### src/hdl/cnn_pkg.sv
package cnn_pkg;

    //////////////////////////////////////////////////
    // feature map and pooling geometry
    //////////////////////////////////////////////////

    // side of the square input map
    localparam int unsigned map_size = 55;
    // 3x3 window, no overlap
    localparam int unsigned pool_win = 3;
    localparam int unsigned pool_stride = 3;

    // windows per row and column, 18 for a 55 wide map
    localparam int unsigned pool_out_size = (map_size - pool_win) / pool_stride + 1;
    localparam int unsigned pool_out_count = pool_out_size * pool_out_size;

    localparam int unsigned map_pixels = map_size * map_size;
    // two pixels per ram word, last word half used
    localparam int unsigned map_words = (map_pixels + 1) / 2;

    // pixels in one window
    localparam int unsigned win_len = pool_win * pool_win;

    //////////////////////////////////////////////////
    // data types
    //////////////////////////////////////////////////

    // one half precision value
    typedef logic [15:0] pixel_t;
    // even pixel in the low half, odd pixel in the high half
    typedef logic [2*$bits(pixel_t)-1:0] ram_word_t;
    typedef logic [$clog2(map_words)-1:0] word_addr_t;
    // row * map_size + col
    typedef logic [$clog2(map_pixels)-1:0] pixel_addr_t;
    // element 0 is top left, row major after that
    typedef logic [win_len*$bits(pixel_t)-1:0] win_vec_t;

    // window fetch sequencer
    typedef enum logic [1:0] {
        idle,
        read,
        flush
    } fetch_state_t;

    // unsigned key with the same order as fp16 values
    // negatives fully inverted, positives get the top bit set
    // so +0 sorts above -0
    function automatic logic [$bits(pixel_t)-1:0] fp16_key(pixel_t p);
        if (p[$bits(pixel_t)-1]) begin
            return ~p;
        end
        return p | {1'b1, {($bits(pixel_t) - 1){1'b0}}};
    endfunction

endpackage

### src/hdl/max_pool.sv
`timescale 1ns/1ns

module max_pool (
    input  logic            clk,
    input  logic            rst_n,
    input  logic            win_valid,
    input  cnn_pkg::win_vec_t win_vec,
    input  logic            win_last,
    output logic            pool_valid,
    output cnn_pkg::pixel_t   pool_out,
    output logic            pool_last
);
    import cnn_pkg::*;

    // window split into pixels
    pixel_t px [0:win_len-1];

    // tree stages 9 -> 5 -> 3 -> 2 -> 1
    pixel_t s1 [0:4];
    pixel_t s2 [0:2];
    pixel_t s3 [0:1];

    // flags beside the data, one bit per stage
    logic [3:0] vld_sr;
    logic [3:0] last_sr;

    // larger of two values in fp16 order
    function automatic pixel_t fp16_max(pixel_t a, pixel_t b);
        if (fp16_key(a) >= fp16_key(b)) begin
            return a;
        end
        return b;
    endfunction

    always_comb begin
        for (int i = 0; i < win_len; i++) begin
            px[i] = win_vec[i*$bits(pixel_t) +: $bits(pixel_t)];
        end
    end

    //////////////////////////////////////////////////
    // comparator tree
    //////////////////////////////////////////////////

    always_ff @(posedge clk) begin
        // stage 1, four pairs, element 8 passes
        for (int i = 0; i < 4; i++) begin
            s1[i] <= fp16_max(px[2*i], px[2*i+1]);
        end
        s1[4] <= px[win_len-1];

        // stage 2, two pairs
        s2[0] <= fp16_max(s1[0], s1[1]);
        s2[1] <= fp16_max(s1[2], s1[3]);
        s2[2] <= s1[4];

        // stage 3
        s3[0] <= fp16_max(s2[0], s2[1]);
        s3[1] <= s2[2];

        // stage 4, final max
        pool_out <= fp16_max(s3[0], s3[1]);
    end

    //////////////////////////////////////////////////
    // valid / last pipeline
    //////////////////////////////////////////////////

    always_ff @(posedge clk) begin
        if (!rst_n) begin
            vld_sr <= '0;
            last_sr <= '0;
        end else begin
            // several windows may be in flight
            vld_sr <= {vld_sr[2:0], win_valid};
            last_sr <= {last_sr[2:0], win_valid && win_last};
        end
    end

    // four cycles after win_valid
    assign pool_valid = vld_sr[3];
    assign pool_last = last_sr[3];

endmodule

### config.mk
export PLATFORM = sky130hd
export DESIGN_NAME = max_pool
export DESIGN_NICKNAME = d
export VERILOG_FILES = /design/src/hdl/cnn_pkg.sv /design/src/hdl/max_pool.sv
export SDC_FILE = /design/constraint.sdc
export NUM_CORES = 1
export LEC_CHECK = 0
export BUFFER_PORTS_ARGS = -buffer_cell sky130_fd_sc_hd__buf_2
export CAP_MARGIN = 20
export CELL_PAD_IN_SITES_DETAIL_PLACEMENT = 2
export CELL_PAD_IN_SITES_GLOBAL_PLACEMENT = 2
export CORE_MARGIN = 2
export CORE_UTILIZATION = 41
export CTS_CLUSTER_DIAMETER = 30
export CTS_CLUSTER_SIZE = 8
export DETAILED_ROUTE_END_ITERATION = 7
export PLACE_DENSITY_LB_ADDON = 0.05
export REMOVE_ABC_BUFFERS = 1
export SETUP_SLACK_MARGIN = 0.2
export SYNTH_ARGS = -nofsm -noshare
export SYNTH_HDL_FRONTEND = slang
export SYNTH_SLANG_ARGS = --single-unit
### constraint.sdc
create_clock -name clk -period 6.3 [get_ports clk]
set_input_delay 0.945 -clock clk [delete_from_list [all_inputs] [get_ports clk]]
set_output_delay 0.945 -clock clk [all_outputs]
set_load 0.005 [all_outputs]
# After elaboration in Yosys (flattened, before gate mapping)
# Memory sizes are Yosys's and may differ from the RTL's.
# Index checks and enable logic that the tools add are counted.
totals:
  register_bits: 24
  ramBits: 160
  inputBits: 148
  output_inout_bits: 18
  memories: 3
classes:
  order_cmp: 8
  muxes: 72
  bitwise_logic: 16
  reduce_logical: 1
memory_table:
  columns: ["name", "words", "width", "rd", "rd_clocked_by_memory_dff", "wr", "line", "rtl"]
  rows:
  - ["s1", 5, 16, 5, 0, 5, "max_pool.sv:19", "pixel_t s1 [0:4];"]
  - ["s2", 3, 16, 3, 0, 3, "max_pool.sv:20", "pixel_t s2 [0:2];"]
  - ["s3", 2, 16, 2, 0, 2, "max_pool.sv:21", "pixel_t s3 [0:1];"]
ops:
  columns: ["cell", "count"]
  rows:
  - ["16-bit 2-to-1 mux", 48]
  - ["16-bit NOT", 16]
  - ["16-bit greater-or-equal comparator", 8]
  - ["1-bit 2-to-1 mux", 24]
  - ["1-bit logical AND", 1]

# Logic depth before layout (Yosys ltp)
# Gate-level depths: netlist of the first run.
logic_depth:
  ltp_word: 6
  ltp_mapped: 11

# Worst setup path after synthesis of the first run
# No wires, ideal clock.
synth_path:
  kind: "input port to flip-flop"
  start: "input win_vec[15]"
  end: "memory s1[0][10] (netlist name)"
  setup_time_ps: 121
  t_arrival_ps: 3636
  slack_ps: 2543
  path_stages: 11
  n_path_buf: 4
  cell_sequence: "clkbuf_1 > clkbuf_1 > xor2_1 > ha_1 > nand4_1 > or4_1 > o32ai_1 > a211o_2 > buf_6 > buf_12 > mux2_4"
synth_lines:
  columns: ["item", "line", "rtl"]
  rows:
  - ["start, declared", "max_pool.sv:7", "input cnn_pkg::win_vec_t win_vec,"]
  - ["end, declared", "max_pool.sv:19", null]

==> results_dict.tcl, run 1 <==
set metrics [dict create \
    cts_tree "yes" \
    worst-setup-path-type "reg -> reg" \
    gp_congestion 0.7955 \
    setup_tns_ns 0 \
    synth_mux_area_share_pct 16.04 \
    cp_data_arrival_time_ns 3.88 \
    r2r_end "pool_out[3]$_DFF_P_" \
    cpMaxStageDelayCell "dfxtp_1" \
    rsz0062_at_grt "no" \
    ios 166 \
    finClkSkew_ns 0.01286 \
    maxSlewViolCount 0 \
    postLayoutCoreUtil_pct 47.95 \
    synth-main-ff-cell "dfxtp_1" \
    vdd_drop_max_uv 273.1 \
    rrSetupSlack_ns 2.75 \
    crit_path_start_kind "flip-flop" \
    grt_overflow_total 0 \
    min_delay_path_depth 0 \
    period_needed_ns 3.545 \
    max_slew_margin_pct 31.88 \
    yosysSeqAreaShare_pct 34.66 \
    reg2reg_from "s3[0][31]$_DFF_P_" \
    final_area_um2 12150 \
    ys_types 32 \
    diodes 0 \
    worstPathCellList "xnor2_1 > ha_1 > nand4_1 > or4_1 > o32ai_1 > a211o_2 > mux2_2" \
    io_buffer_count 165 \
    synth_compound_area_share_pct 6.759 \
    clkLatencyLatePin_ns 0.44 \
    synth-seq-cells 184 \
    synth_top_family_by_area "XOR/XNOR gates" \
    postPlaceCellArea_um2 11520 \
    worstPathRequired_ns 6.63 \
    path_max_fanout 17 \
    synth-adder-area-share_pct 15.07 \
    num_vias 6968 \
    cts_root_buf "clkbuf_16" \
    cts.repair.resized 0 \
    dr.pass1.iters 4 \
    cts_buffers 17 \
    clockBufferDepth 2 \
    yosys_warnings 0 \
    syn_area_per_cell_um2 11.59 \
    synth-xor-area-share_pct 19.78 \
    grt_max_degree 22 \
    slowest_delay_ns 0.97 \
    p_leak_nw 5.549 \
    drt-total-wl_um 25970 \
    reg2regPathDepth 7 \
    drive_gt1_share_pct 31.93 \
    endpoint_kind "flip-flop" \
    synthSimpleGateAreaFrac_pct 3.615 \
    die_x_um 165.0 \
    grt_pass1_wl_um 41250 \
    final.setup.worst_slack_ns 2.755 \
    holdWs_ns 0.3257 \
    clk_pin_slew_worst_paths_ns 0.08 \
    post_cts_buffers 0 \
    routedWlPerCell_um 18.57 \
    cap_violations 0 \
    layout_commonest_cell "dfxtp_1" \
    tightest_slew_ns 1.020 \
    min-delay-start "s1[0][64]$_DFF_P_" \
    mostFrequentLayoutCells "dfxtp_1 (184), buf_2 (165), ha_1 (128), xnor2_1 (120), xor2_1 (120)" \
    core_area_um2 25330 \
    cts_sinks 184 \
    antenna_left 0 \
    drc 0 \
    preCtsSetupSlack_ns 2.518 \
    synthCells 917 \
    dpl.hpwl_um 19900 \
    start_util_pct 41.96 \
    ctsHtreeMaxLevel 4 \
    async_reset_ff_share_pct 0 \
    hold_viol 0 \
    finalSetupViolations 0 \
    antenna_found_initial 0 \
    hp-class "reg -> reg" \
    fin_crit_sh_pct 56.27 \
    fin_nets 1331 \
    via_per_inst 4.984 \
    fmax_mhz 282.1 \
    dieArea_um2 27220 \
    syn_area_um2 10630 \
    hold_buffers 0 \
    track_usage_pct 19.72 \
    synth_edf_count 0 \
    num_rows 58 \
    grt_pass1_vias 7694 \
    status "finished, final reports clean" \
    powerDensity_nw_per_um2 414.0 \
    area_growth_pct 14.29 \
    hold_end "s2[0][32]$_DFF_P_" \
    drt-initial-drc-count 191 \
    die_y_um 165.0 \
    fillers 2613 \
]
-- cell usage after synthesis, types with 2 or more instances --
cell type | n | area [um2]
a2111oi_2 | 7 | 105.1
a211o_2 | 7 | 70.07
a21o_1 | 8 | 60.06
a21oi_1 | 38 | 190.2
and2_1 | 7 | 43.79
and4_1 | 2 | 17.52
buf_1 | 5 | 18.77
buf_12 | 7 | 140.1
buf_6 | 8 | 90.09
clkbuf_1 | 27 | 101.4
dfxtp_1 | 184 | 3684
ha_1 | 128 | 1602
inv_1 | 22 | 82.58
mux2_2 | 58 | 653.1
mux2_4 | 70 | 1051
nand2_1 | 23 | 86.33
nand2b_1 | 8 | 50.05
nand4_1 | 15 | 93.84
nor2_1 | 9 | 33.78
o21a_1 | 15 | 112.6
o221ai_1 | 8 | 70.07
o32ai_1 | 7 | 61.31
or4_1 | 7 | 52.55
xnor2_1 | 120 | 1051
xor2_1 | 120 | 1051
-- per-stage QoR --
step	total power, W	cells
global route	0.005424	1398
finish	0.005029	1398
detailed placement	0.003953	1366
floorplan	0.003297	870
global placement	0.003880	1366
CTS	0.005114	1398
-- critical path, delay by kind of cell, from the launching register on --
| kind | cells | cell delay [ns] |
|---|---|---|
| xor+xnor | 1 | 0.19 |
| mux | 1 | 0.41 |
| flops | 1 | 0.97 |
| fa+ha+maj | 1 | 0.39 |
| compound gates | 2 | 0.74 |
| simple gates | 2 | 0.71 |
-- state kept, by name, summed over array words and instances, names as in the netlist --
register	cells
last_sr	4
pool_out	16
s1	80
s2	48
s3	32
vld_sr	4
-- report_power, final --
group / total (W) / internal [W] / switching (W)
Combinational: 0.00221 / 0.00119 / 0.00102
Clock: 0.00108 / 0.000544 / 0.000541
Sequential: 0.00173 / 0.00144 / 0.000291
-- layout make-up --
class | instances | area [um2] | share of cell area, %
Sequential cell | 184 | 3684 | 30.33
Clock inverter | 15 | 197.7 | 1.628
Clock buffer | 17 | 425.4 | 3.503
Tap cell | 330 | 412.9 | 3.400
Timing Repair Buffer | 166 | 833.3 | 6.861
Multi-Input combinational cell | 664 | 6510 | 53.60
Inverter | 22 | 82.58 | 0.6799
-- worst max-delay path by stage --
stage                            from              endpoint  cells past startpoint
CTS                 s3[0][31]$_DFF_P_  pool_out[15]$_DFF_P_                      7
floorplan           s1[0][47]$_DFF_P_     s2[0][31]$_DFF_P_                      7
global route        s3[0][31]$_DFF_P_  pool_out[15]$_DFF_P_                      7
finish              s3[0][31]$_DFF_P_   pool_out[3]$_DFF_P_                      7
detailed placement        win_vec[47]     s1[0][17]$_DFF_P_                      8
global placement          win_vec[95]     s1[0][35]$_DFF_P_                      8
-- cells by family (layout without fill, tap and decap cells) --
| group | Yosys count | in the layout |
|---|---|---|
| xor gates and xnor gates | 240 | 240 |
| DFF | 184 | 184 |
| adders and majority gates | 128 | 128 |
| muxes | 128 | 128 |
| AOI/OAI and AO/OA | 96 | 96 |
| and+or+nand+nor | 72 | 72 |
| buffers and inverters | 69 | 220 |
-- metal layers --
metal  global-route usage (%)  routed length, um
met5                        0                  0
met4                    5.296                280
met3                    2.562                621
met2                    34.85              12850
met1                    25.18              12210
Note: power is estimated with default switching activity, not from simulation.
==> run 2: changes to the inputs <==
Settings changed: ABC_AREA set to 1, CORE_UTILIZATION 41 to 35.
Clock period 6.3 ns to 3.4 ns, I/O delays scaled along.
==> results_dict.tcl, run 2 <==
set metrics [dict create \
    grt_pass1_vias 9898 \
    fin_crit_sh_pct 74.72 \
    hp-class "in -> reg" \
    p_sw_w 0.004680 \
    synth_top_area_share_pct 32.27 \
    fmax_mhz 393.6 \
    syn_area_um2 11410 \
    mostFrequentLayoutCells "nand2_1 (280), dfxtp_1 (184), buf_2 (165), nand3_1 (128), ha_1 (128)" \
    vdd_drop_max_uv 419.6 \
    min-delay-start "win_vec[141]" \
    track_usage_pct 18.48 \
    clock_power_share_pct 18.9 \
    dr.pass1.iters 4 \
    worstPathRequired_ns 3.73 \
    tightest_slew_ns 0.7824 \
    cp_data_arrival_time_ns 2.87 \
    ios 166 \
    largest_register_ffs 80 \
    final.setup.worst_slack_ns 0.8596 \
    core_area_um2 32290 \
    hold_buffers 0 \
    rsz0062_at_grt "no" \
    gp_congestion 0.7514 \
    num_rows 66 \
    cts.repair.resized 0 \
    via_per_inst 4.657 \
    postPlaceCellArea_um2 12510 \
    routedWlPerCell_um 15.53 \
    endpoint_kind "flip-flop" \
    cap_violations 0 \
    grt_pass1_wl_um 50080 \
    syn_area_per_cell_um2 8.563 \
    worst-setup-path-type "reg -> reg" \
    antenna_found_initial 0 \
    ys_types 25 \
    antenna_left 0 \
    io_buffer_count 165 \
    dieArea_um2 34070 \
    period_needed_ns 2.540 \
    yosys_warnings 0 \
    finalSetupViolations 0 \
    clkLatencyLatePin_ns 0.44 \
    async_reset_ff_share_pct 0 \
    reg.largest.list "s1 x80, s2 x48, s3 x32" \
    path_max_fanout 17 \
    fin_nets 1753 \
    grt_overflow_total 0 \
    cts_tree "yes" \
    start_util_pct 35.35 \
    finClkSkew_ns 0.008529 \
    preCtsSetupSlack_ns 0.7485 \
    hold_viol 0 \
    layout_commonest_cell "nand2_1" \
    setup_tns_ns 0 \
    num_vias 8998 \
    synth_top_cells_by_count "nand2_1 (280), dfxtp_1 (184), ha_1 (128), nand3_1 (128)" \
    maxSlewViolCount 0 \
    drive_gt1_share_pct 25.23 \
    synth-main-ff-cell "dfxtp_1" \
    cp-startpoint "s1[0][47]$_DFF_P_" \
    diodes 0 \
    die_y_um 184.6 \
    ctsHtreeMaxLevel 4 \
    grtUsageMet1_pct 24.76 \
    grt_use_met2_pct 31.47 \
    drt-total-wl_um 30010 \
    final_area_um2 13130 \
    final_cells 1932 \
    yosysSeqAreaShare_pct 32.27 \
    fillers 3723 \
    intPower_w 0.006165 \
    crit_path_start_kind "flip-flop" \
    power_frac_seq_pct 29.8 \
    p_leak_nw 6.468 \
    top_usage_layer "met2" \
    synth_most_common_cell "nand2_1" \
    yosys.area.top_type "dfxtp_1" \
    drt-initial-drc-count 210 \
    clockBufferDepth 2 \
    post_cts_buffers 0 \
    max_slew_margin_pct 47.77 \
    synth-seq-cells 184 \
    switching_share_pct 43.15 \
    cts_sinks 184 \
    regMostFlops "s1" \
    clk_pin_slew_worst_paths_ns 0.07 \
    dpl.hpwl_um 24080 \
    powerDensity_nw_per_um2 826.3 \
    reg2reg_from "s1[0][47]$_DFF_P_" \
    drc 0 \
    synthCells 1333 \
    grt_max_degree 18 \
    dpl.cell_count 1900 \
    gr-usage-met3_pct 2.667 \
    cts_root_buf "clkbuf_16" \
    die_x_um 184.6 \
    status "finished, final reports clean" \
    yosys-top-cells-area "dfxtp_1 (32%), ha_1 (14%), nand2_1 (9.2%), xnor2_1 (9.2%), xor2_1 (9.2%)" \
    cts_buffers 17 \
    area_growth_pct 14.98 \
    comb_power_share_pct 51.3 \
    synth_edf_count 0 \
]
run 2: changes by cell type after synthesis, sizes merged, moves of 14 or more:
cell / change
clkbuf: -27
o21a: -14
nor2: +24
a21oi: +18
o21ai: +15
inv: +33
mux2: -128
buf: +36
nand3: +128
nand2: +390
run 2: metrics by stage:
stage / hold WS, ns / total power [W] / utilization [%]
after floorplan: 0.3096 / 0.007127 / -
after global placement: 0.3108 / 0.008738 / 38.74
after detailed placement: 0.3138 / 0.008965 / 38.74
after CTS: 0.1443 / 0.01111 / 40.65
after global routing: 0.1415 / 0.01197 / 40.65
final: 0.1696 / 0.01085 / 40.65
run 2: kinds of logic (layout without fill, tap and decap cells):
family | after synthesis | after routing | share of synthesized area (%)
AND/OR/NAND/NOR | 597 | 597 | 25.48
buffers and inverters | 111 | 268 | 5.459
AO/OA/AOI/OAI | 73 | 73 | 4.341
flip-flops | 184 | 184 | 32.27
adder cells (fa/ha/maj) | 128 | 128 | 14.03
XOR/XNOR | 240 | 240 | 18.42
run 2: worst max-delay path, cell delays in order (launching register included):
cell and delay, ns:
dfxtp_1 0.83, xor2_1 0.19, ha_1 0.33, nand2_1 0.09
nor2_1 0.05, nor2_1 0.10, nand2_1 0.08, nand2_1 0.06
nand2_1 0.05, nand2_2 0.26, nand2_4 0.20, nand2_1 0.11
nand2_1 0.06
run 2: layout make-up:
cell class / count / area [um2] / area share [%]
clock buffers: 20 / 446.7 / 3.403
clock inverters: 12 / 168.9 / 1.287
inverters: 55 / 206.4 / 1.573
multi-input cells: 1038 / 7108 / 54.16
flip-flops and latches: 184 / 3684 / 28.06
well taps: 442 / 553.0 / 4.214
repair buffers: 181 / 958.4 / 7.302
run 2: power by group through the flow:
stage / combinational [W] / sequential [W] / clock, W
finish: 0.00557 / 0.00323 / 0.00205
global route: 0.00645 / 0.00330 / 0.00222
global placement: 0.00546 / 0.00328 / 0
CTS: 0.00573 / 0.00324 / 0.00214
floorplan: 0.00389 / 0.00324 / 0
detailed placement: 0.00567 / 0.00329 / 0
run 2: metal layers:
metal / routed length (um) / vias up / part of all wire (%)
met1: 14730 / 4294 / 49
li1: - / 4563 / -
met3: 776 / 19 / 2.6
met4: 264 / 0 / 0.88
met2: 14230 / 122 / 47
met5: 0 / - / 0
run 2: final timing paths:
path                       endpoint  slack [ns]  cells past startpoint
setup reg to reg  s2[0][16]$_DFF_P_        0.86                     12
setup / recovery  s2[0][16]$_DFF_P_        0.86                     12
hold / removal    s1[0][77]$_DFF_P_        0.17                      1
hold reg to reg   s3[0][16]$_DFF_P_        0.33                      0
==> run 3: changes to the inputs <==
Clock period 3.4 ns to 2.6 ns, I/O delays scaled along.
==> results_dict.tcl, run 3 (same netlist as run 2, synthesis figures left out) <==
set metrics [dict create \
    cpMaxStageDelayCell "dfxtp_1" \
    clk_pin_slew_worst_paths_ns 0.08 \
    hold_end "s1[0][68]$_DFF_P_" \
    drt-initial-drc-count 273 \
    die_y_um 184.6 \
    hold_viol 0 \
    layout_commonest_cell "nand2_1" \
    cts_root_buf "clkbuf_16" \
    grt_overflow_total 0 \
    route.met3.wl_um 711 \
    p_leak_nw 6.568 \
    drc 0 \
    dr.pass1.iters 4 \
    met2_length_um 15330 \
    setup_tns_ns 0 \
    cp_data_arrival_time_ns 2.54 \
    critPathBufInv 1 \
    cts_sinks 184 \
    status "finished, final reports clean" \
    routedWlPerCell_um 16.18 \
    num_rows 66 \
    finalSetupViolations 0 \
    reg2reg_from "s2[0][15]$_DFF_P_" \
    fin_nets 1763 \
    ctsHtreeMaxLevel 4 \
    crit_path_start_kind "flip-flop" \
    gp_congestion 0.7756 \
    clock_power_share_pct 19.0 \
    clockBufferDepth 2 \
    fmax_mhz 447.6 \
    max_slew_margin_pct 67.29 \
    highest_layer "met4" \
    grt_pass1_vias 9894 \
    drive_gt1_share_pct 25.93 \
    power_frac_seq_pct 28.8 \
    worstPathCellList "buf_12 > xor2_1 > ha_1 > nand2_1 > nor2_1 > and2_1 > nor2_2 > nand2_2 > nand2_4 > nand2_4 > nand2_2 > nand2_1" \
    final_area_um2 13320 \
    reg2regPathDepth 12 \
    track_usage_pct 19.33 \
    min_delay_path_depth 1 \
    slowest_delay_ns 0.36 \
    finClkSkew_ns 0.01443 \
    diodes 0 \
    largest_register_ffs 80 \
    powerDensity_nw_per_um2 1090 \
    maxSlewViolCount 0 \
    grt_max_degree 22 \
    drt-total-wl_um 31420 \
    postPlaceCellArea_um2 12650 \
    endpoint_kind "flip-flop" \
    cts_buffers 17 \
    crit_family "simple AND/OR/NAND/NOR gates" \
    ios 166 \
    core_area_um2 32290 \
    rsz0062_at_grt "no" \
    path_max_fanout 17 \
    dpl.hpwl_um 24880 \
    clkLatencyLatePin_ns 0.44 \
    wl_met1_um 15090 \
    mostFrequentLayoutCells "nand2_1 (280), dfxtp_1 (184), buf_2 (165), nand3_1 (128), ha_1 (128)" \
    p_sw_w 0.006491 \
    worst-setup-path-type "reg -> reg" \
    reg.largest.list "s1 x80, s2 x48, s3 x32" \
    period_needed_ns 2.234 \
    cts_tree "yes" \
    antenna_left 0 \
    cap_violations 0 \
    dieArea_um2 34070 \
    tightest_slew_ns 0.4906 \
    via_per_inst 4.633 \
    vdd_drop_max_uv 509.5 \
    min-delay-start "win_vec[132]" \
    hp-class "in -> reg" \
    fillers 3708 \
    post_cts_buffers 0 \
    grt_pass1_wl_um 51830 \
    num_vias 8997 \
    die_x_um 184.6 \
    fin_crit_sh_pct 85.93 \
    regMostFlops "s1" \
    hold_buffers 0 \
    io_buffer_count 165 \
    intPower_w 0.008022 \
    r2r_end "s3[0][14]$_DFF_P_" \
    start_util_pct 35.35 \
    rrSetupSlack_ns 0.37 \
    area_growth_pct 16.67 \
    comb_power_share_pct 52.3 \
    antenna_found_initial 0 \
    worstPathRequired_ns 2.90 \
    switching_share_pct 44.73 \
]
run 3: repair_timing:
item,in CTS,in global routing
endpoints found under the hold margin,0,0
resized for setup,0,6
endpoints found under the setup margin,0,36
run 3: how the worst max path moves through the flow:
stage	slack, ns	endpoint	cells past startpoint	startpoint
CTS	0.25	s2[0][18]$_DFF_P_	13	s1[0][47]$_DFF_P_
floorplan	0.35	pool_out[15]$_DFF_P_	8	s3[0][31]$_DFF_P_
global placement	0.26	s1[0][1]$_DFF_P_	13	win_vec[15]
finish	0.37	s3[0][14]$_DFF_P_	12	s2[0][15]$_DFF_P_
global route	0.20	s2[0][18]$_DFF_P_	13	s1[0][47]$_DFF_P_
detailed placement	0.14	s1[0][49]$_DFF_P_	12	win_vec[127]
run 3: layer usage:
metal,GRT usage (%),vias up
met2,33.61,113
met5,0,-
met1,25.73,4287
li1,-,4580
met3,2.490,17
met4,3.488,0
run 3: area by class of cell:
cell class              count  area [um2]  area share [%]
clock inverters            15       215.2           1.616
multi-input cells        1038        7127           53.51
inverters                  55       206.4           1.550
repair buffers            191        1107           8.315
flip-flops and latches    184        3684           27.66
clock buffers              17       425.4           3.194
well taps                 442       553.0           4.153
run 3: power by group through the flow:
stage / Combinational [W] / Sequential (W) / Clock, W
finish: 0.00759 / 0.00417 / 0.00275
global route: 0.00874 / 0.00425 / 0.00298
CTS: 0.00773 / 0.00419 / 0.00284
detailed placement: 0.00759 / 0.00425 / 0
global placement: 0.00726 / 0.00424 / 0
floorplan: 0.00509 / 0.00423 / 0
run 3: per-stage QoR:
step,total power (W),setup slack [ns],cells,hold WS (ns),util [%]
2_1_floorplan,0.009320,0.3513,1277,0.3096,-
3_3_place_gp,0.01149,0.2557,1910,0.3111,39.17
3_5_place_dp,0.01184,0.1402,1910,0.3132,39.17
4_1_cts,0.01476,0.2464,1942,0.02772,41.15
5_1_grt,0.01598,0.2017,1942,0.01415,41.25
6_report,0.01451,0.3658,1942,0.04017,41.25
run 3: worst register-to-register path, stage by stage (launching register included):
cell and delay, ns:
dfxtp_1 0.36, buf_12 0.18, xor2_1 0.18, ha_1 0.26, nand2_1 0.11, nor2_1 0.06
and2_1 0.14, nor2_2 0.09, nand2_2 0.08, nand2_4 0.20, nand2_4 0.22, nand2_2 0.11
nand2_1 0.12
