## config.mk

```make
export PLATFORM = sky130hd
export DESIGN_NAME = window_fetch
export DESIGN_NICKNAME = d
export VERILOG_FILES = /design/src/hdl/cnn_pkg.sv /design/src/hdl/window_fetch.sv
export SDC_FILE = /design/constraint.sdc
export NUM_CORES = 1
export LEC_CHECK = 0
export ABC_CLOCK_PERIOD_IN_PS = 5300
export BUFFER_PORTS_ARGS = -buffer_cell sky130_fd_sc_hd__buf_2
export CAP_MARGIN = 20
export CORE_UTILIZATION = 45
export DETAILED_ROUTE_END_ITERATION = 8
export PLACE_DENSITY = 0.7
export SLEW_MARGIN = 20
export SYNTH_ARGS = -nofsm -noshare
export SYNTH_HDL_FRONTEND = slang
export SYNTH_SLANG_ARGS = --single-unit
```

## constraint.sdc

```tcl
create_clock -name clk -period 5.3 [get_ports clk]
set_input_delay 0.265 -clock clk [delete_from_list [all_inputs] [get_ports clk]]
set_output_delay 0.265 -clock clk [all_outputs]
set_load 0.1 [all_outputs]
```

## src/hdl/cnn_pkg.sv

```systemverilog
package cnn_pkg;

    //////////////////////////////////////////////////
    // feature map and pooling geometry
    //////////////////////////////////////////////////

    // side of the square input map
    localparam int unsigned map_size = 55;
    // 3x3 window, no overlap
    localparam int unsigned pool_win = 3;
    localparam int unsigned pool_stride = 3;

    // windows per row and column, 18 for a 55 wide map
    localparam int unsigned pool_out_size = (map_size - pool_win) / pool_stride + 1;
    localparam int unsigned pool_out_count = pool_out_size * pool_out_size;

    localparam int unsigned map_pixels = map_size * map_size;
    // two pixels per ram word, last word half used
    localparam int unsigned map_words = (map_pixels + 1) / 2;

    // pixels in one window
    localparam int unsigned win_len = pool_win * pool_win;

    //////////////////////////////////////////////////
    // data types
    //////////////////////////////////////////////////

    // one half precision value
    typedef logic [15:0] pixel_t;
    // even pixel in the low half, odd pixel in the high half
    typedef logic [2*$bits(pixel_t)-1:0] ram_word_t;
    typedef logic [$clog2(map_words)-1:0] word_addr_t;
    // row * map_size + col
    typedef logic [$clog2(map_pixels)-1:0] pixel_addr_t;
    // element 0 is top left, row major after that
    typedef logic [win_len*$bits(pixel_t)-1:0] win_vec_t;

    // window fetch sequencer
    typedef enum logic [1:0] {
        idle,
        read,
        flush
    } fetch_state_t;

    // unsigned key with the same order as fp16 values
    // negatives fully inverted, positives get the top bit set
    // so +0 sorts above -0
    function automatic logic [$bits(pixel_t)-1:0] fp16_key(pixel_t p);
        if (p[$bits(pixel_t)-1]) begin
            return ~p;
        end
        return p | {1'b1, {($bits(pixel_t) - 1){1'b0}}};
    endfunction

endpackage

```

## src/hdl/window_fetch.sv

```systemverilog
`timescale 1ns/1ns

module window_fetch (
    input  logic               clk,
    input  logic               rst_n,
    input  logic               start,
    output logic               busy,
    output logic               rd_en,
    output cnn_pkg::pixel_addr_t rd_addr,
    input  cnn_pkg::pixel_t      rd_data,
    output logic               win_valid,
    output cnn_pkg::win_vec_t    win_vec,
    output logic               win_last
);
    import cnn_pkg::*;

    fetch_state_t state;

    // top left corner of the current window
    logic [5:0] win_row;
    logic [5:0] win_col;
    // position inside the window
    logic [1:0] off_row;
    logic [1:0] off_col;

    // element number 0..8, row major
    logic [3:0] elem_idx;
    logic       off_col_end;
    logic       off_row_end;
    logic       last_elem;
    // window is the last in its row / the last row
    logic       col_end;
    logic       row_end;

    // absolute pixel row and column
    pixel_addr_t pix_row;
    pixel_addr_t pix_col;

    // read return tracking
    logic       rd_en_d;
    logic [3:0] elem_d;
    // elements 0..7, element 8 comes straight from the ram
    pixel_t     pack_q [0:win_len-2];

    //////////////////////////////////////////////////
    // status and address
    //////////////////////////////////////////////////

    assign busy = state != idle;
    // one read per cycle for the whole run
    assign rd_en = state == read;

    assign elem_idx = 4'(off_row) * 4'(pool_win) + 4'(off_col);
    assign off_col_end = off_col == 2'(pool_win - 1);
    assign off_row_end = off_row == 2'(pool_win - 1);
    assign last_elem = elem_idx == 4'(win_len - 1);
    assign col_end = win_col == 6'((pool_out_size - 1) * pool_stride);
    assign row_end = win_row == 6'((pool_out_size - 1) * pool_stride);

    assign pix_row = pixel_addr_t'(win_row) + pixel_addr_t'(off_row);
    assign pix_col = pixel_addr_t'(win_col) + pixel_addr_t'(off_col);
    // row * 55 + col, max 3024
    assign rd_addr = pix_row * pixel_addr_t'(map_size) + pix_col;

    //////////////////////////////////////////////////
    // fetch fsm
    //////////////////////////////////////////////////

    always_ff @(posedge clk) begin
        if (!rst_n) begin
            state <= idle;
            win_row <= '0;
            win_col <= '0;
            off_row <= '0;
            off_col <= '0;
        end else begin
            case (state)
                idle: begin
                    // start only taken when not busy
                    if (start) begin
                        state <= read;
                    end
                end
                read: begin
                    if (off_col_end) begin
                        off_col <= '0;
                        if (off_row_end) begin
                            off_row <= '0;
                            // window done, step to the next one
                            if (col_end) begin
                                win_col <= '0;
                                if (row_end) begin
                                    win_row <= '0;
                                    state <= flush;
                                end else begin
                                    win_row <= win_row + 6'(pool_stride);
                                end
                            end else begin
                                win_col <= win_col + 6'(pool_stride);
                            end
                        end else begin
                            off_row <= off_row + 2'd1;
                        end
                    end else begin
                        off_col <= off_col + 2'd1;
                    end
                end
                // last read still in the ram
                flush: begin
                    state <= idle;
                end
                default: begin
                    state <= idle;
                end
            endcase
        end
    end

    //////////////////////////////////////////////////
    // read return and window strobe
    //////////////////////////////////////////////////

    always_ff @(posedge clk) begin
        if (!rst_n) begin
            rd_en_d <= 1'b0;
            win_valid <= 1'b0;
            win_last <= 1'b0;
        end else begin
            rd_en_d <= rd_en;
            // ninth pixel lands next cycle
            win_valid <= rd_en && last_elem;
            win_last <= rd_en && last_elem && col_end && row_end;
        end
    end

    // element index follows the ram latency
    always_ff @(posedge clk) begin
        elem_d <= elem_idx;
        if (rd_en_d && elem_d != 4'(win_len - 1)) begin
            pack_q[elem_d[2:0]] <= rd_data;
        end
    end

    // pack the vector, top element bypasses the register
    always_comb begin
        for (int i = 0; i < win_len - 1; i++) begin
            win_vec[i*$bits(pixel_t) +: $bits(pixel_t)] = pack_q[i];
        end
        win_vec[(win_len-1)*$bits(pixel_t) +: $bits(pixel_t)] = rd_data;
    end

endmodule

```

# Word level (Yosys, flattened, before mapping)
# Memories as Yosys holds them, arrays and structs flattened.
# Index checks and enable logic that the tools add are counted.
# classes
reduce_logical	10
mul	2
mux	12
n_eq_ne	12
addsub	8
# op_table
operator	n
6-bit by 2-bit adder with 7-bit output	2
2-bit two-way mux	7
12-bit by 7-bit adder with 12-bit output	1
6-bit by 2-bit adder with 6-bit output (second input constant)	2
6-bit == test (second input constant)	2
7-bit by 6-bit multiplier with 12-bit output (second input constant)	1
6-bit two-way mux	2
2-bit by 1-bit inequality test with 1-bit output (second input constant)	4
5-bit AND reduction	1
2-bit by 1-bit adder with 2-bit output (second input constant)	2
4-bit by 2-bit adder with 4-bit output	1
2-bit == test (second input constant)	2
4-bit == test (second input constant)	1
1-bit logical AND	4
2-bit by 2-bit multiplier with 4-bit output (second input constant)	1
4-bit inequality test (second input constant)	1
2-bit case mux with 2 select lines	1
4-bit AND reduction	1
3-bit AND reduction	1
2-bit by 1-bit == test with 1-bit output (second input constant)	1
2-bit logical NOT	1
1-bit two-way mux	2
2-bit inequality test (second input constant)	1
2-bit AND reduction	1
2-bit nonzero test	1
# word_totals
mem_count	1
ramBits	128
word_cells	54
output_inout_bits	160
ff_bits	25
in_bits	19
# memory_table
memory	depth	width	read_ports	rd_ports_with_merged_regs	write_ports	line_no	rtl
pack_q	8	16	8	0	1	window_fetch.sv:43	pixel_t pack_q [0:win_len-2];

# Depth between registers and ports, before layout
# Gate-level depths: netlist (run 1).
# logic_depth
depth_word	6
depth_mapped	18
ltp_nobuf	18

# Worst setup path after synthesis (run 1)
# No wires, ideal clock.
# synth_path
path_type	reg2out
startpoint	register off_row[1]
endpoint	output port rd_addr[11]
n_path_buf	0
arrival_ps	5761
path_stages_with_launch	19
required_ps	5035
setup_slack_ps	-726
cell_sequence	dfxtp_1 -> ha_1 -> a21o_1 -> nand2_1 -> nor2_1 -> xnor2_1 -> xnor2_1 -> ha_1 -> inv_1 -> fa_1 -> fa_1 -> inv_1 -> ha_1 -> ha_1 -> a21oi_1 -> nand2_1 -> o21ai_0 -> o21ai_0 -> xnor2_1
# synth_via
elab_chain_len	3
# synth_rtl
element	line_no	rtl
start: declaration	window_fetch.sv:23	logic [1:0] off_row;
start signal: assignment	window_fetch.sv:102	off_row <= off_row + 2'd1;
6-bit by 2-bit adder with 7-bit output	window_fetch.sv:60	assign pix_row = pixel_addr_t'(win_row) + pixel_addr_t'(off_row);
7-bit by 6-bit multiplier with 12-bit output	window_fetch.sv:63	assign rd_addr = pix_row * pixel_addr_t'(map_size) + pix_col;
12-bit by 7-bit adder with 12-bit output	window_fetch.sv:63	
end: declaration	window_fetch.sv:9	output cnn_pkg::pixel_addr_t rd_addr,
# Every way passes these cells.

# Final worst setup path (run 1)
# layout_path
startpoint	register win_row[0]
endpoint	output port rd_addr[10]
# layout_via
elab_chain_len	3
# layout_rtl
element	line_no	rtl
start: declaration	window_fetch.sv:20	logic [5:0] win_row;
start signal: assignment	window_fetch.sv:96	win_row <= win_row + 6'(pool_stride);
6-bit by 2-bit adder with 7-bit output	window_fetch.sv:60	
7-bit by 6-bit multiplier with 12-bit output	window_fetch.sv:63	
12-bit by 7-bit adder with 12-bit output	window_fetch.sv:63	
# Every way passes these cells.

==> results of run 1 <==
per-stage QoR:
stage	area [um2]	power, uW
detailed placement	7750	1530
finish	8510	2620
global route	8510	2700
CTS	8400	2640
floorplan	6610	1500
global placement	7750	1530
power groups by stage:
stage | registers [uW] | logic, uW | clock network, uW
4_1_cts | 1320 | 186 | 1130
3_5_place_dp | 1350 | 186 | 0
6_report | 1320 | 186 | 1120
2_1_floorplan | 1400 | 95.3 | 0
5_1_grt | 1320 | 193 | 1190
3_3_place_gp | 1350 | 183 | 0
worst max path at each step:
stage	to	slack [ns]
after CTS	rd_addr[10]	0.007
after detailed placement	rd_addr[10]	0.08
after global placement	rd_addr[11]	0.15
final	rd_addr[10]	0.17
after floorplan	rd_addr[11]	-0.16
after global routing	rd_addr[10]	-0.03
repair_timing:
item	4_1_cts	5_1_grt
pin swaps	4	13
hold buffers	0	0
setup endpoints to repair	6	6
buffers inserted	3	3
gates resized for setup	13	17
per-layer routing:
| layer | GRT usage [%] | share of wire, % | vias up |
|---|---|---|---|
| met2 | 32.1 | 52 | 146 |
| li1 | - | - | 1912 |
| met3 | 4.04 | 5.6 | 16 |
| met1 | 20.8 | 41 | 1945 |
| met4 | 6.86 | 1.4 | 0 |
| met5 | 0 | 0 | - |
kinds of logic after synthesis:
family | share of synthesized area (%)
fa+ha+maj | 14.5
simple gates | 6.62
xor+xnor | 3.60
mux | 0.610
flops | 66.2
buf+inv | 5.02
compound gates | 3.45
registers in the layout, summed over array words and instances (netlist names):
name and flops:
off_row 2, rd_en_d 1, elem_d 4, off_col 2, win_valid 1, win_row 6
pack_q 128, state 2, win_last 1, win_col 6
layout by cell type (no fill, tap or decap), drive strengths merged:
cell / netlist / final
nand2: 15 / 15
and3: 3 / 3
nand4: 1 / 1
o21a: 1 / 1
edfxtp: 128 / 128
fa: 20 / 20
a221oi: 2 / 2
a211oi: 3 / 3
or3: 2 / 2
dfxtp: 25 / 25
nor3: 6 / 6
ha: 44 / 44
nor2: 36 / 36
and4b: 1 / 1
nor2b: 2 / 2
xnor2: 23 / 23
xor2: 4 / 4
o2111ai: 1 / 1
nor4: 3 / 3
mux2i: 4 / 4
buf: 19 / 199
clkinvlp: 0 / 5
o211ai: 1 / 1
inv: 50 / 54
o21bai: 2 / 2
and4bb: 1 / 1
and2: 1 / 1
nor4b: 1 / 1
clkinv: 0 / 2
and3b: 1 / 1
a21o: 3 / 3
bufinv: 0 / 1
nand3: 6 / 6
nand3b: 1 / 1
a21oi: 11 / 11
o21ai: 6 / 6
or2: 1 / 1
a2111oi: 2 / 2
clkbuf: 0 / 20
nand2b: 6 / 6
layout make-up:
class	count	share of cell area, %
clock inverter	12	1.40
clock buffer	20	5.13
tap	180	2.65
inverter	50	2.21
multi-input combinational	214	24.6
timing repair buffer	199	12.9
sequential	153	51.1
==> results by group, run 1 <==
Clock tree
  – Number of CTS-inserted buffers: 17
  – Worst-path clk slew: 0.06 ns
  – CTS tree: done
  – Skew-Pair Late Insertion Delay: 0.41 ns
  – Clock buffer depth: 2
  – # H-tree levels: 4
  – Clk sinks: 153
  – Root Driver: clkbuf_16

Layout
  – Non-filler cells, final: 828
  – Layout cells sized above 1: 40.9%
  – FF/Latch Area: 4350 um2
  – Final core utilization: 60.6%
  – Area of the multi-input gates: 2090 um2
  – Antenna diodes: 0
  – Fill count: approximately 1,100
  – Final net count: around 720
  – Area Overhead vs Synth: 29.7%

STA
  – Slew @ Worst Pin: 0.953 ns
  – Tcrit/Tclk final: 96.7%
  – Slew Limit Fails: 0
  – Setup violations, final: 0
  – Hold Worst Slack: 0.129 ns
  – Worst setup margin: between 0.15 and 0.2 ns
  – Final hold vios: 0
  – Maximum clock rate: 0.195 GHz
  – Slew HR: between 30 and 40%
  – Total negative setup slack: 0 ns
  – Fin crit period: 5.13 ns
  – Clk_skew: 0.00616 ns

Critical path
  – RR Endpoint: win_last
  – CP Class: register to output port
  – CP max stage delay: 0.52 ns
  – Reg-to-Reg Start: off_row[1]
  – R2R setup slack: 3.17 ns
  – Worst EP arrival: 4.86 ns
  – CP max-delay cell: fa_1
  – Worst setup startpoint: win_row[0]
  – R2R depth: 6
  – CP max FO: 5
  – CP endpoint kind: output port
  – Worst Path Required: about 5.0 ns
  – Crit path depth: 18
  – Crit path buf inv count: 4
  – Critical path's top delay family: adder cells
  – Cells along the critical path: ha_4 -> fa_2 -> nand3_4 -> xor2_2 -> inv_2 -> fa_1 -> ha_1 -> inv_1 -> fa_1 -> inv_1 -> fa_1 -> ha_4 -> o211ai_1 -> nand2_1 -> and3_4 -> a221oi_4 -> xnor2_2 -> buf_12
  – Most frequent CP cell: fa_1
  – Worst setup SP type: register

Detailed routing
  – DR WL/cell: 16.2 um
  – DRT Wirelength: 13,400 um
  – Via Count: 4,019
  – Initial DRC count: 161
  – DRC violations left: 0
  – Post-route ant nets: 0
  – Vias/cell: 4.85
  – Router iterations before antenna repair: 4

Floorplanning
  – FP Rows: 43
  – Initial Util: a little under half
  – Die H: 123 um
  – Placeable Area: 14,000 um2
  – Chip width: 123 um
  – Top-level I/O count: 179
  – Die area: 15,100 um2

Yosys
  – Top cells by count, synth: 128 x edfxtp_1, 49 x inv_1, 44 x ha_1, 34 x nor2_1, 25 x dfxtp_1
  – Area contributors post-synth: edfxtp_1 59%, ha_1 8.4%, dfxtp_1 7.6%, fa_1 6.1%, xnor2_1 3.1%
  – Sequential area share after synthesis: 66.2%
  – Synth area leader: edfxtp_1
  – Synthesized area: between 6000 and 7000 um2
  – Fraction of registers with async set/reset: 0%
  – Post-synth top area share: between 50% and 60%
  – Synth Instances: 436
  – Mapped Nets: 519
  – Seq cells post-synth: 153
  – Number of flops mapped to enable cells by yosys: 128
  – Count leader, synth: edfxtp_1
  – Synth Warn #: 0
  – Synth cell types: 43
  – Avg Cell Area, Syn: 15.0 um2
  – Top FF cell, synth: edfxtp_1

Power and ir drop
  – Peak supply drop: 0.210 mV
  – Cell Int Power: 1990 uW
  – Sw frac: 24.1%
  – Sw Pwr: 633 uW
  – Clock power share: 42.6%
  – Flop pwr share: 50.3%
  – Pwr Density: approximately 310 nW/um2
  – Static leakage: 0.00365 uW
  – Combinational share of power: 7.1%

Global routing
  – Number of global-route vias before repair: 3,834
  – Initial antenna violation count: 0
  – Largest net degree at the start of global routing: 17
  – First-pass GRT wire length: 19,900 um
  – GR Util All Layers: between 10% and 20%
  – GRT Residual Overflow: 0

Min path
  – Destination of the worst hold path: pack_q[6][15]
  – HP Class: input pin to register
  – Cells on Worst Hold Path: 1
  – Hold path startpoint: rd_data[15]

Place
  – Setup WS pre-CTS: between 0.08 and 0.09 ns
  – Gpl congestion: 0.815
  – Number of cells after detailed placement: 790
  – Post-DP HPWL: 9900 um
  – # port buffers: 178

Outcome
  – Status: finished clean

Job
  – Max-cap violations: 0
Note: power is estimated with default switching activity, not from simulation.
==> run 2: changes to the inputs <==
Settings changed: ABC_CLOCK_PERIOD_IN_PS 5300 to 4150, PLACE_DENSITY 0.7 to 0.73.
Clock period 5.3 ns to 4.15 ns, I/O delays scaled along.
==> run 2 against run 1 <==
Compared with the run above:
- via count is 4.8% higher
- power is 34% higher
- sequential power is 28% higher
- register-to-register slack worse by 1.2 ns
- the flow now finishes with violations (setup timing)
- flip-flop and latch count stayed put
- largest power group unchanged
- setup slack worse by 1.0 ns
- global-route usage is 1.4 points higher
- highest routed layer unchanged
- non-clock buffer count is 35 higher
- first-iteration DRC count is 26% higher
- combinational power is 30% higher
==> results by group, run 2 (synthesized netlist as in run 1, its figures left out) <==
Critical path
  – Worst Path Required: 3.94 ns (-1.10 ns)
  – Worst setup SP type: register
  – Cells along the critical path: ha_4 -> fa_2 -> nand3_2 -> xor2_2 -> inv_2 -> fa_1 -> ha_2 -> inv_2 -> fa_1 -> inv_1 -> fa_1 -> ha_4 -> o211ai_1 -> nand2_1 -> and3_4 -> a221oi_4 -> xnor2_4 -> buf_12
  – CP max-delay cell: fa_1
  – R2R depth: 6 (unchanged)
  – CP max FO: 4 (-1)
  – CP max stage delay: 0.52 ns (about the same)
  – CP endpoint kind: output port
  – CP Class: register to output port
  – Worst EP arrival: 4.81 ns (-0.05 ns)
  – Most frequent CP cell: fa_1

Clock tree
  – Worst-path clk slew: 0.06 ns (about the same)
  – Root Driver: clkbuf_16
  – Clock buffer depth: 2 (unchanged)
  – CTS tree: done
  – Skew-Pair Late Insertion Delay: 0.41 ns (about the same)
  – Clk sinks: 153 (unchanged)
  – Number of CTS-inserted buffers: 17 (unchanged)
  – # H-tree levels: 4 (unchanged)

Floorplanning
  – Placeable Area: 14,000 um2 (unchanged)
  – Top-level I/O count: 179 (unchanged)
  – Chip width: 123 um (unchanged)
  – Die H: 123 um (unchanged)
  – Die area: 15,100 um2 (unchanged)
  – FP Rows: 43 (unchanged)
  – Initial Util: 46.7% (unchanged)

Global routing
  – Initial antenna violation count: 0 (unchanged)
  – Largest net degree at the start of global routing: 17 (unchanged)
  – GRT Residual Overflow: 0 (unchanged)
  – First-pass GRT wire length: 21,500 um (+7.9%)
  – Number of global-route vias before repair: 4,098 (+6.9%)
  – GR Util All Layers: 19.3% (+1.4 points)

Power and ir drop
  – Sw frac: 22.6% (-1.5 points)
  – Combinational share of power: 6.8% (-0.3 points)
  – Peak supply drop: 0.250 mV (+19%)
  – Pwr Density: 378 nW/um2 (+23%)
  – Static leakage: 0.00392 uW (+7.3%)
  – Sw Pwr: 797 uW (+26%)
  – Clock power share: 45.2% (+2.6 points)
  – Flop pwr share: 47.9% (-2.4 points)
  – Cell Int Power: 2720 uW (+37%)

Detailed routing
  – DR WL/cell: 16.4 um (+1.1%)
  – Initial DRC count: 203 (+26%)
  – Router iterations before antenna repair: 6 (+2)
  – Via Count: 4,210 (+4.8%)
  – DRT Wirelength: 14,100 um (+5.2%)
  – Vias/cell: 4.88 (+0.62%)
  – DRC violations left: 0 (unchanged)
  – Post-route ant nets: 0 (unchanged)

Layout
  – Fill count: 985 (-7.4%)
  – Final net count: 753 (+4.9%)
  – Antenna diodes: 0 (unchanged)
  – Non-filler cells, final: 862 (+4.1%)
  – Number of flip-flops in the largest register: 128 (unchanged)
  – Most frequent cells in the layout: 168 x buf_2, 128 x edfxtp_1, 48 x buf_4, 44 x inv_1, 33 x ha_1
  – Area Overhead vs Synth: 41.7%
  – Layout cells sized above 1: 49.9% (+9.0 points)
  – Commonest non-fill, non-tap cell in the layout: buf_2

Place
  – # port buffers: 178 (unchanged)
  – Number of cells after detailed placement: 825 (+4.4%)
  – Gpl congestion: 0.778 (-4.6%)
  – Setup WS pre-CTS: -0.440 ns (-0.521 ns)
  – Post-DP HPWL: 10,200 um (+2.6%)

Min path
  – HP Class: input pin to register
  – Cells on Worst Hold Path: 1 (unchanged)

Job
  – Max-cap violations: 0 (unchanged)

STA
  – Fin crit period: ~5 ns
  – Slew HR: 31.5% (-4.7 points)
  – Setup violations, final: 10 (+10)
  – Final hold vios: 0 (unchanged)
  – Worst setup margin: -0.868 ns (-1.04 ns)
  – Clk_skew: 0.0114 ns (+0.00525 ns)
  – Slew Limit Fails: 0 (unchanged)
  – Tcrit/Tclk final: 121%
  – Hold Worst Slack: 0.0732 ns (-0.0562 ns)
  – Slew @ Worst Pin: 1.03 ns (+0.0733 ns)
  – Maximum clock rate: about 0.20 GHz
  – RSZ-0062 raised after global routing: true

Outcome
  – Status: finished, violations left
  – Failing checks: setup timing
[run 2: final timing paths]
kind | end | slack [ns] | start
worst max register to register | win_last | 2.01 | off_row[0]
worst min register to register | state[0] | 0.43 | state[1]
worst max-delay path | rd_addr[10] | -0.87 | off_row[0]
worst min-delay path | pack_q[6][9] | 0.07 | rd_data[9]
[run 2: area by class of cell]
class	count	area, um2	area share [%]
Timing Repair Buffer	234	1480	15.9
Clock buffer	18	429	4.62
Multi-Input combinational cell	214	2430	26.1
Inverter	50	188	2.02
Sequential cell	153	4350	46.8
Clock inverter	13	194	2.09
Tap cell	180	225	2.42
[run 2: power by group through the flow]
stage / combinational [uW] / clock (uW) / sequential [uW]
after floorplan: 123 / 0 / 1790
after global placement: 235 / 0 / 1720
after detailed placement: 238 / 0 / 1720
after CTS: 241 / 1620 / 1690
after global routing: 251 / 1680 / 1690
final: 241 / 1590 / 1690
[run 2: layer usage]
metal | up-vias | GRT usage (%) | wire (um)
met3 | 16 | 4.88 | 884
li1 | 1980 | - | -
met2 | 174 | 34.5 | 7460
met5 | - | 0 | 0
met1 | 2040 | 22.6 | 5580
met4 | 0 | 6.25 | 177
[run 2: worst max-delay path: cells and delay by family (launching register included)]
family / cells / cell delay [ns]
adders and majority gates: 7 / 2.40
and+or+nand+nor: 3 / 0.44
DFF: 1 / 0.35
buffers and inverters: 4 / 0.38
xor gates and xnor gates: 2 / 0.34
AOI/OAI and AO/OA: 2 / 0.49
[run 2: stage by stage]
step	utilization (%)	power [uW]	area, um2	TNS (ns)
2_1_floorplan	-	1910	6880	-1.84
3_3_place_gp	59.8	1950	8390	-1.74
3_5_place_dp	59.8	1960	8390	-2.02
4_1_cts	65.9	3540	9250	-5.60
5_1_grt	66.2	3620	9300	-6.93
6_report	66.2	3520	9300	-5.28
[run 2: timing repair]
item / CTS / global route
setup buffers: 6 / 0
setup endpoints to repair: 10 / 10
hold buffers: 0 / 0
pin swaps: 23 / 8
gates resized for setup: 40 / 7
==> run 3: changes to the inputs <==
Settings changed: CORE_UTILIZATION 45 to 47, GPL_TIMING_DRIVEN set to 0, PLACE_DENSITY 0.73 to 0.76.
==> run 3 against run 2 <==
Compared with the run above:
- the run still ends with setup timing left
- clock-buffer cell count is 1 lower
- final area shrank 0.54%
- critical path depth down 1
- combinational power is 6% higher
- sequential power about the same
- clock skew shrank 0.0011 ns
- non-clock buffer count fell by 5
- sequential share of layout area increased by 0.28 points
- die area fell by 4.2%
- clock power down 6%
- maximum frequency is 1.6% lower
- largest cell class unchanged
- largest power group unchanged
- highest routed layer unchanged
==> results by group, run 3 (synthesized netlist as in run 1, its figures left out) <==
Clock tree
  – Worst-path clk slew: 0.07 ns (about the same)
  – Root Driver: clkbuf_16
  – CTS tree: done
  – # hold bufs at CTS: 0 (unchanged)
  – Number of CTS-inserted buffers: 17 (unchanged)
  – Clock buffer depth: 2 (unchanged)
  – Clk sinks: 153 (unchanged)
  – # H-tree levels: 4 (unchanged)
  – Skew-Pair Late Insertion Delay: 0.41 ns (about the same)

Global routing
  – First-pass GRT wire length: 21,600 um (+0.35%)
  – GRT Residual Overflow: 0 (unchanged)
  – Initial antenna violation count: 0 (unchanged)
  – GR Util All Layers: 19.9% (+0.62 points)
  – Largest net degree at the start of global routing: 17 (unchanged)
  – Number of global-route vias before repair: 4,103 (+0.12%)

STA
  – Worst setup margin: -0.950 ns (-0.0824 ns)
  – Tcrit/Tclk final: 123% (+2.0 points)
  – Slew Limit Fails: 0 (unchanged)
  – Maximum clock rate: 0.196 GHz (-1.6%)
  – Total negative setup slack: -5.47 ns (-0.191 ns)
  – Slew @ Worst Pin: 0.536 ns (-0.491 ns)
  – Fin crit period: 5.10 ns (+0.0824 ns)
  – RSZ-0062 raised after global routing: true
  – Slew HR: 64.2% (+33 points)
  – Clk_skew: 0.0103 ns (-0.00106 ns)
  – Final hold vios: 0 (unchanged)
  – Setup violations, final: 8 (-2)

Power and ir drop
  – Pwr Density: 371 nW/um2 (-1.9%)
  – Peak supply drop: 0.264 mV (+5.8%)
  – Static leakage: 0.00390 uW (-0.44%)
  – Power Total: 3430 uW (-2.4%)

Place
  – # port buffers: 178 (unchanged)
  – Post-DP HPWL: 10,500 um (+3.6%)
  – Placed inst area: 8130 um2 (-3.2%)
  – Gpl congestion: 0.772 (-0.73%)
  – Number of cells after detailed placement: 801 (-2.9%)

Detailed routing
  – DR WL/cell: 16.6 um (+1.6%)
  – Vias/cell: 4.94 (+1.1%)
  – DRC violations left: 0 (unchanged)
  – Via Count: 4,218 (+0.19%)
  – Router iterations before antenna repair: 4 (-2)
  – Initial DRC count: 224 (+10%)
  – DRT Wirelength: 14,200 um (+0.62%)
  – Post-route ant nets: 0 (unchanged)

Job
  – Max-cap violations: 0 (unchanged)

Layout
  – Antenna diodes: 0 (unchanged)
  – Fill count: 905 (-8.1%)
  – Commonest non-fill, non-tap cell in the layout: buf_2
  – Final core utilization: 68.8% (+2.5 points)
  – Number of flip-flops in the largest register: 128 (unchanged)
  – Area Overhead vs Synth: 41.0%
  – Final net count: 748 (-0.66%)
  – Cell area after layout: 9250 um2 (-0.54%)
  – Non-filler cells, final: 854 (-0.93%)
  – Layout cells sized above 1: 50.1% (+0.29 points)
  – Most frequent cells in the layout: 173 x buf_2, 128 x edfxtp_1, 42 x inv_1, 35 x buf_4, 33 x ha_1

Floorplanning
  – Chip width: 120 um (-2.1%)
  – FP Rows: 42 (-2.3%)
  – Initial Util: 48.8% (+2.0 points)
  – Die H: 120 um (-2.1%)
  – Die area: 14,400 um2 (-4.2%)
  – Placeable Area: 13,500 um2 (-4.2%)
  – Top-level I/O count: 179 (unchanged)

Critical path
  – CP max FO: 4 (unchanged)
  – Worst EP arrival: 4.89 ns (+0.08 ns)
  – CP Class: register to output port
  – CP endpoint kind: output port
  – Worst setup SP type: register
  – Worst Path Required: 3.94 ns (about the same)

Min path
  – HP Class: input pin to register

Outcome
  – Status: finished, violations left
  – Failing checks: setup timing
## run 3: final timing paths
check | from | to | slack [ns] | cells past startpoint
worst max register to register | off_row[0] | win_last | 1.99 | 6
worst min register to register | state[1] | state[0] | 0.45 | 1
worst min-delay path | start | state[0] | 0.08 | 3
worst max-delay path | off_row[0] | rd_addr[10] | -0.95 | 17
## run 3: worst max-delay path, stage by stage, from the launching register on
cell	delay, ns
dfxtp_4	0.35
ha_4	0.16
fa_2	0.36
buf_4	0.16
xor2_4	0.16
fa_1	0.56
ha_2	0.17
inv_2	0.04
fa_1	0.50
inv_1	0.05
fa_1	0.56
ha_4	0.23
o211ai_1	0.20
nand2_1	0.10
and3_4	0.20
a221oi_4	0.31
xnor2_4	0.16
buf_12	0.19
## run 3: area by class of cell
type,instances,area [um2],area share [%]
flip-flops and latches,153,4360,47.1
clock inverters,15,161,1.75
clock buffers,17,425,4.60
plain buffers,19,141,1.53
well taps,176,220,2.38
repair buffers,210,1310,14.2
multi-input cells,214,2440,26.4
inverters,50,190,2.06
## run 3: per-layer routing
layer  up-vias  wire length (um)  GRT usage, %
met5         -                 0             0
met4         0               108          5.78
met3         9               756          4.23
met2       153              7670          35.7
met1      2075              5650          24.1
li1       1981                 -             -
## run 3: report_power, final
group / switching (uW) / internal, uW / total [uW]
Sequential: 7.83 / 1680 / 1680
Combinational: 211 / 44.9 / 256
Clock: 639 / 853 / 1490
Total: 858 / 2570 / 3430
## run 3: timing repair
item	CTS	global route
setup buffers	12	9
hold endpoints to repair	0	0
pin swaps	20	11
setup endpoints to repair	10	10
resized for setup	45	40
## run 3: metrics by stage
stage / hold slack [ns] / setup WS, ns
final: 0.0775 / -0.950
after detailed placement: 0.441 / -0.781
after global routing: 0.0825 / -1.08
after floorplan: 0.306 / -0.379
after global placement: 0.421 / -0.759
after CTS: 0.0620 / -0.980
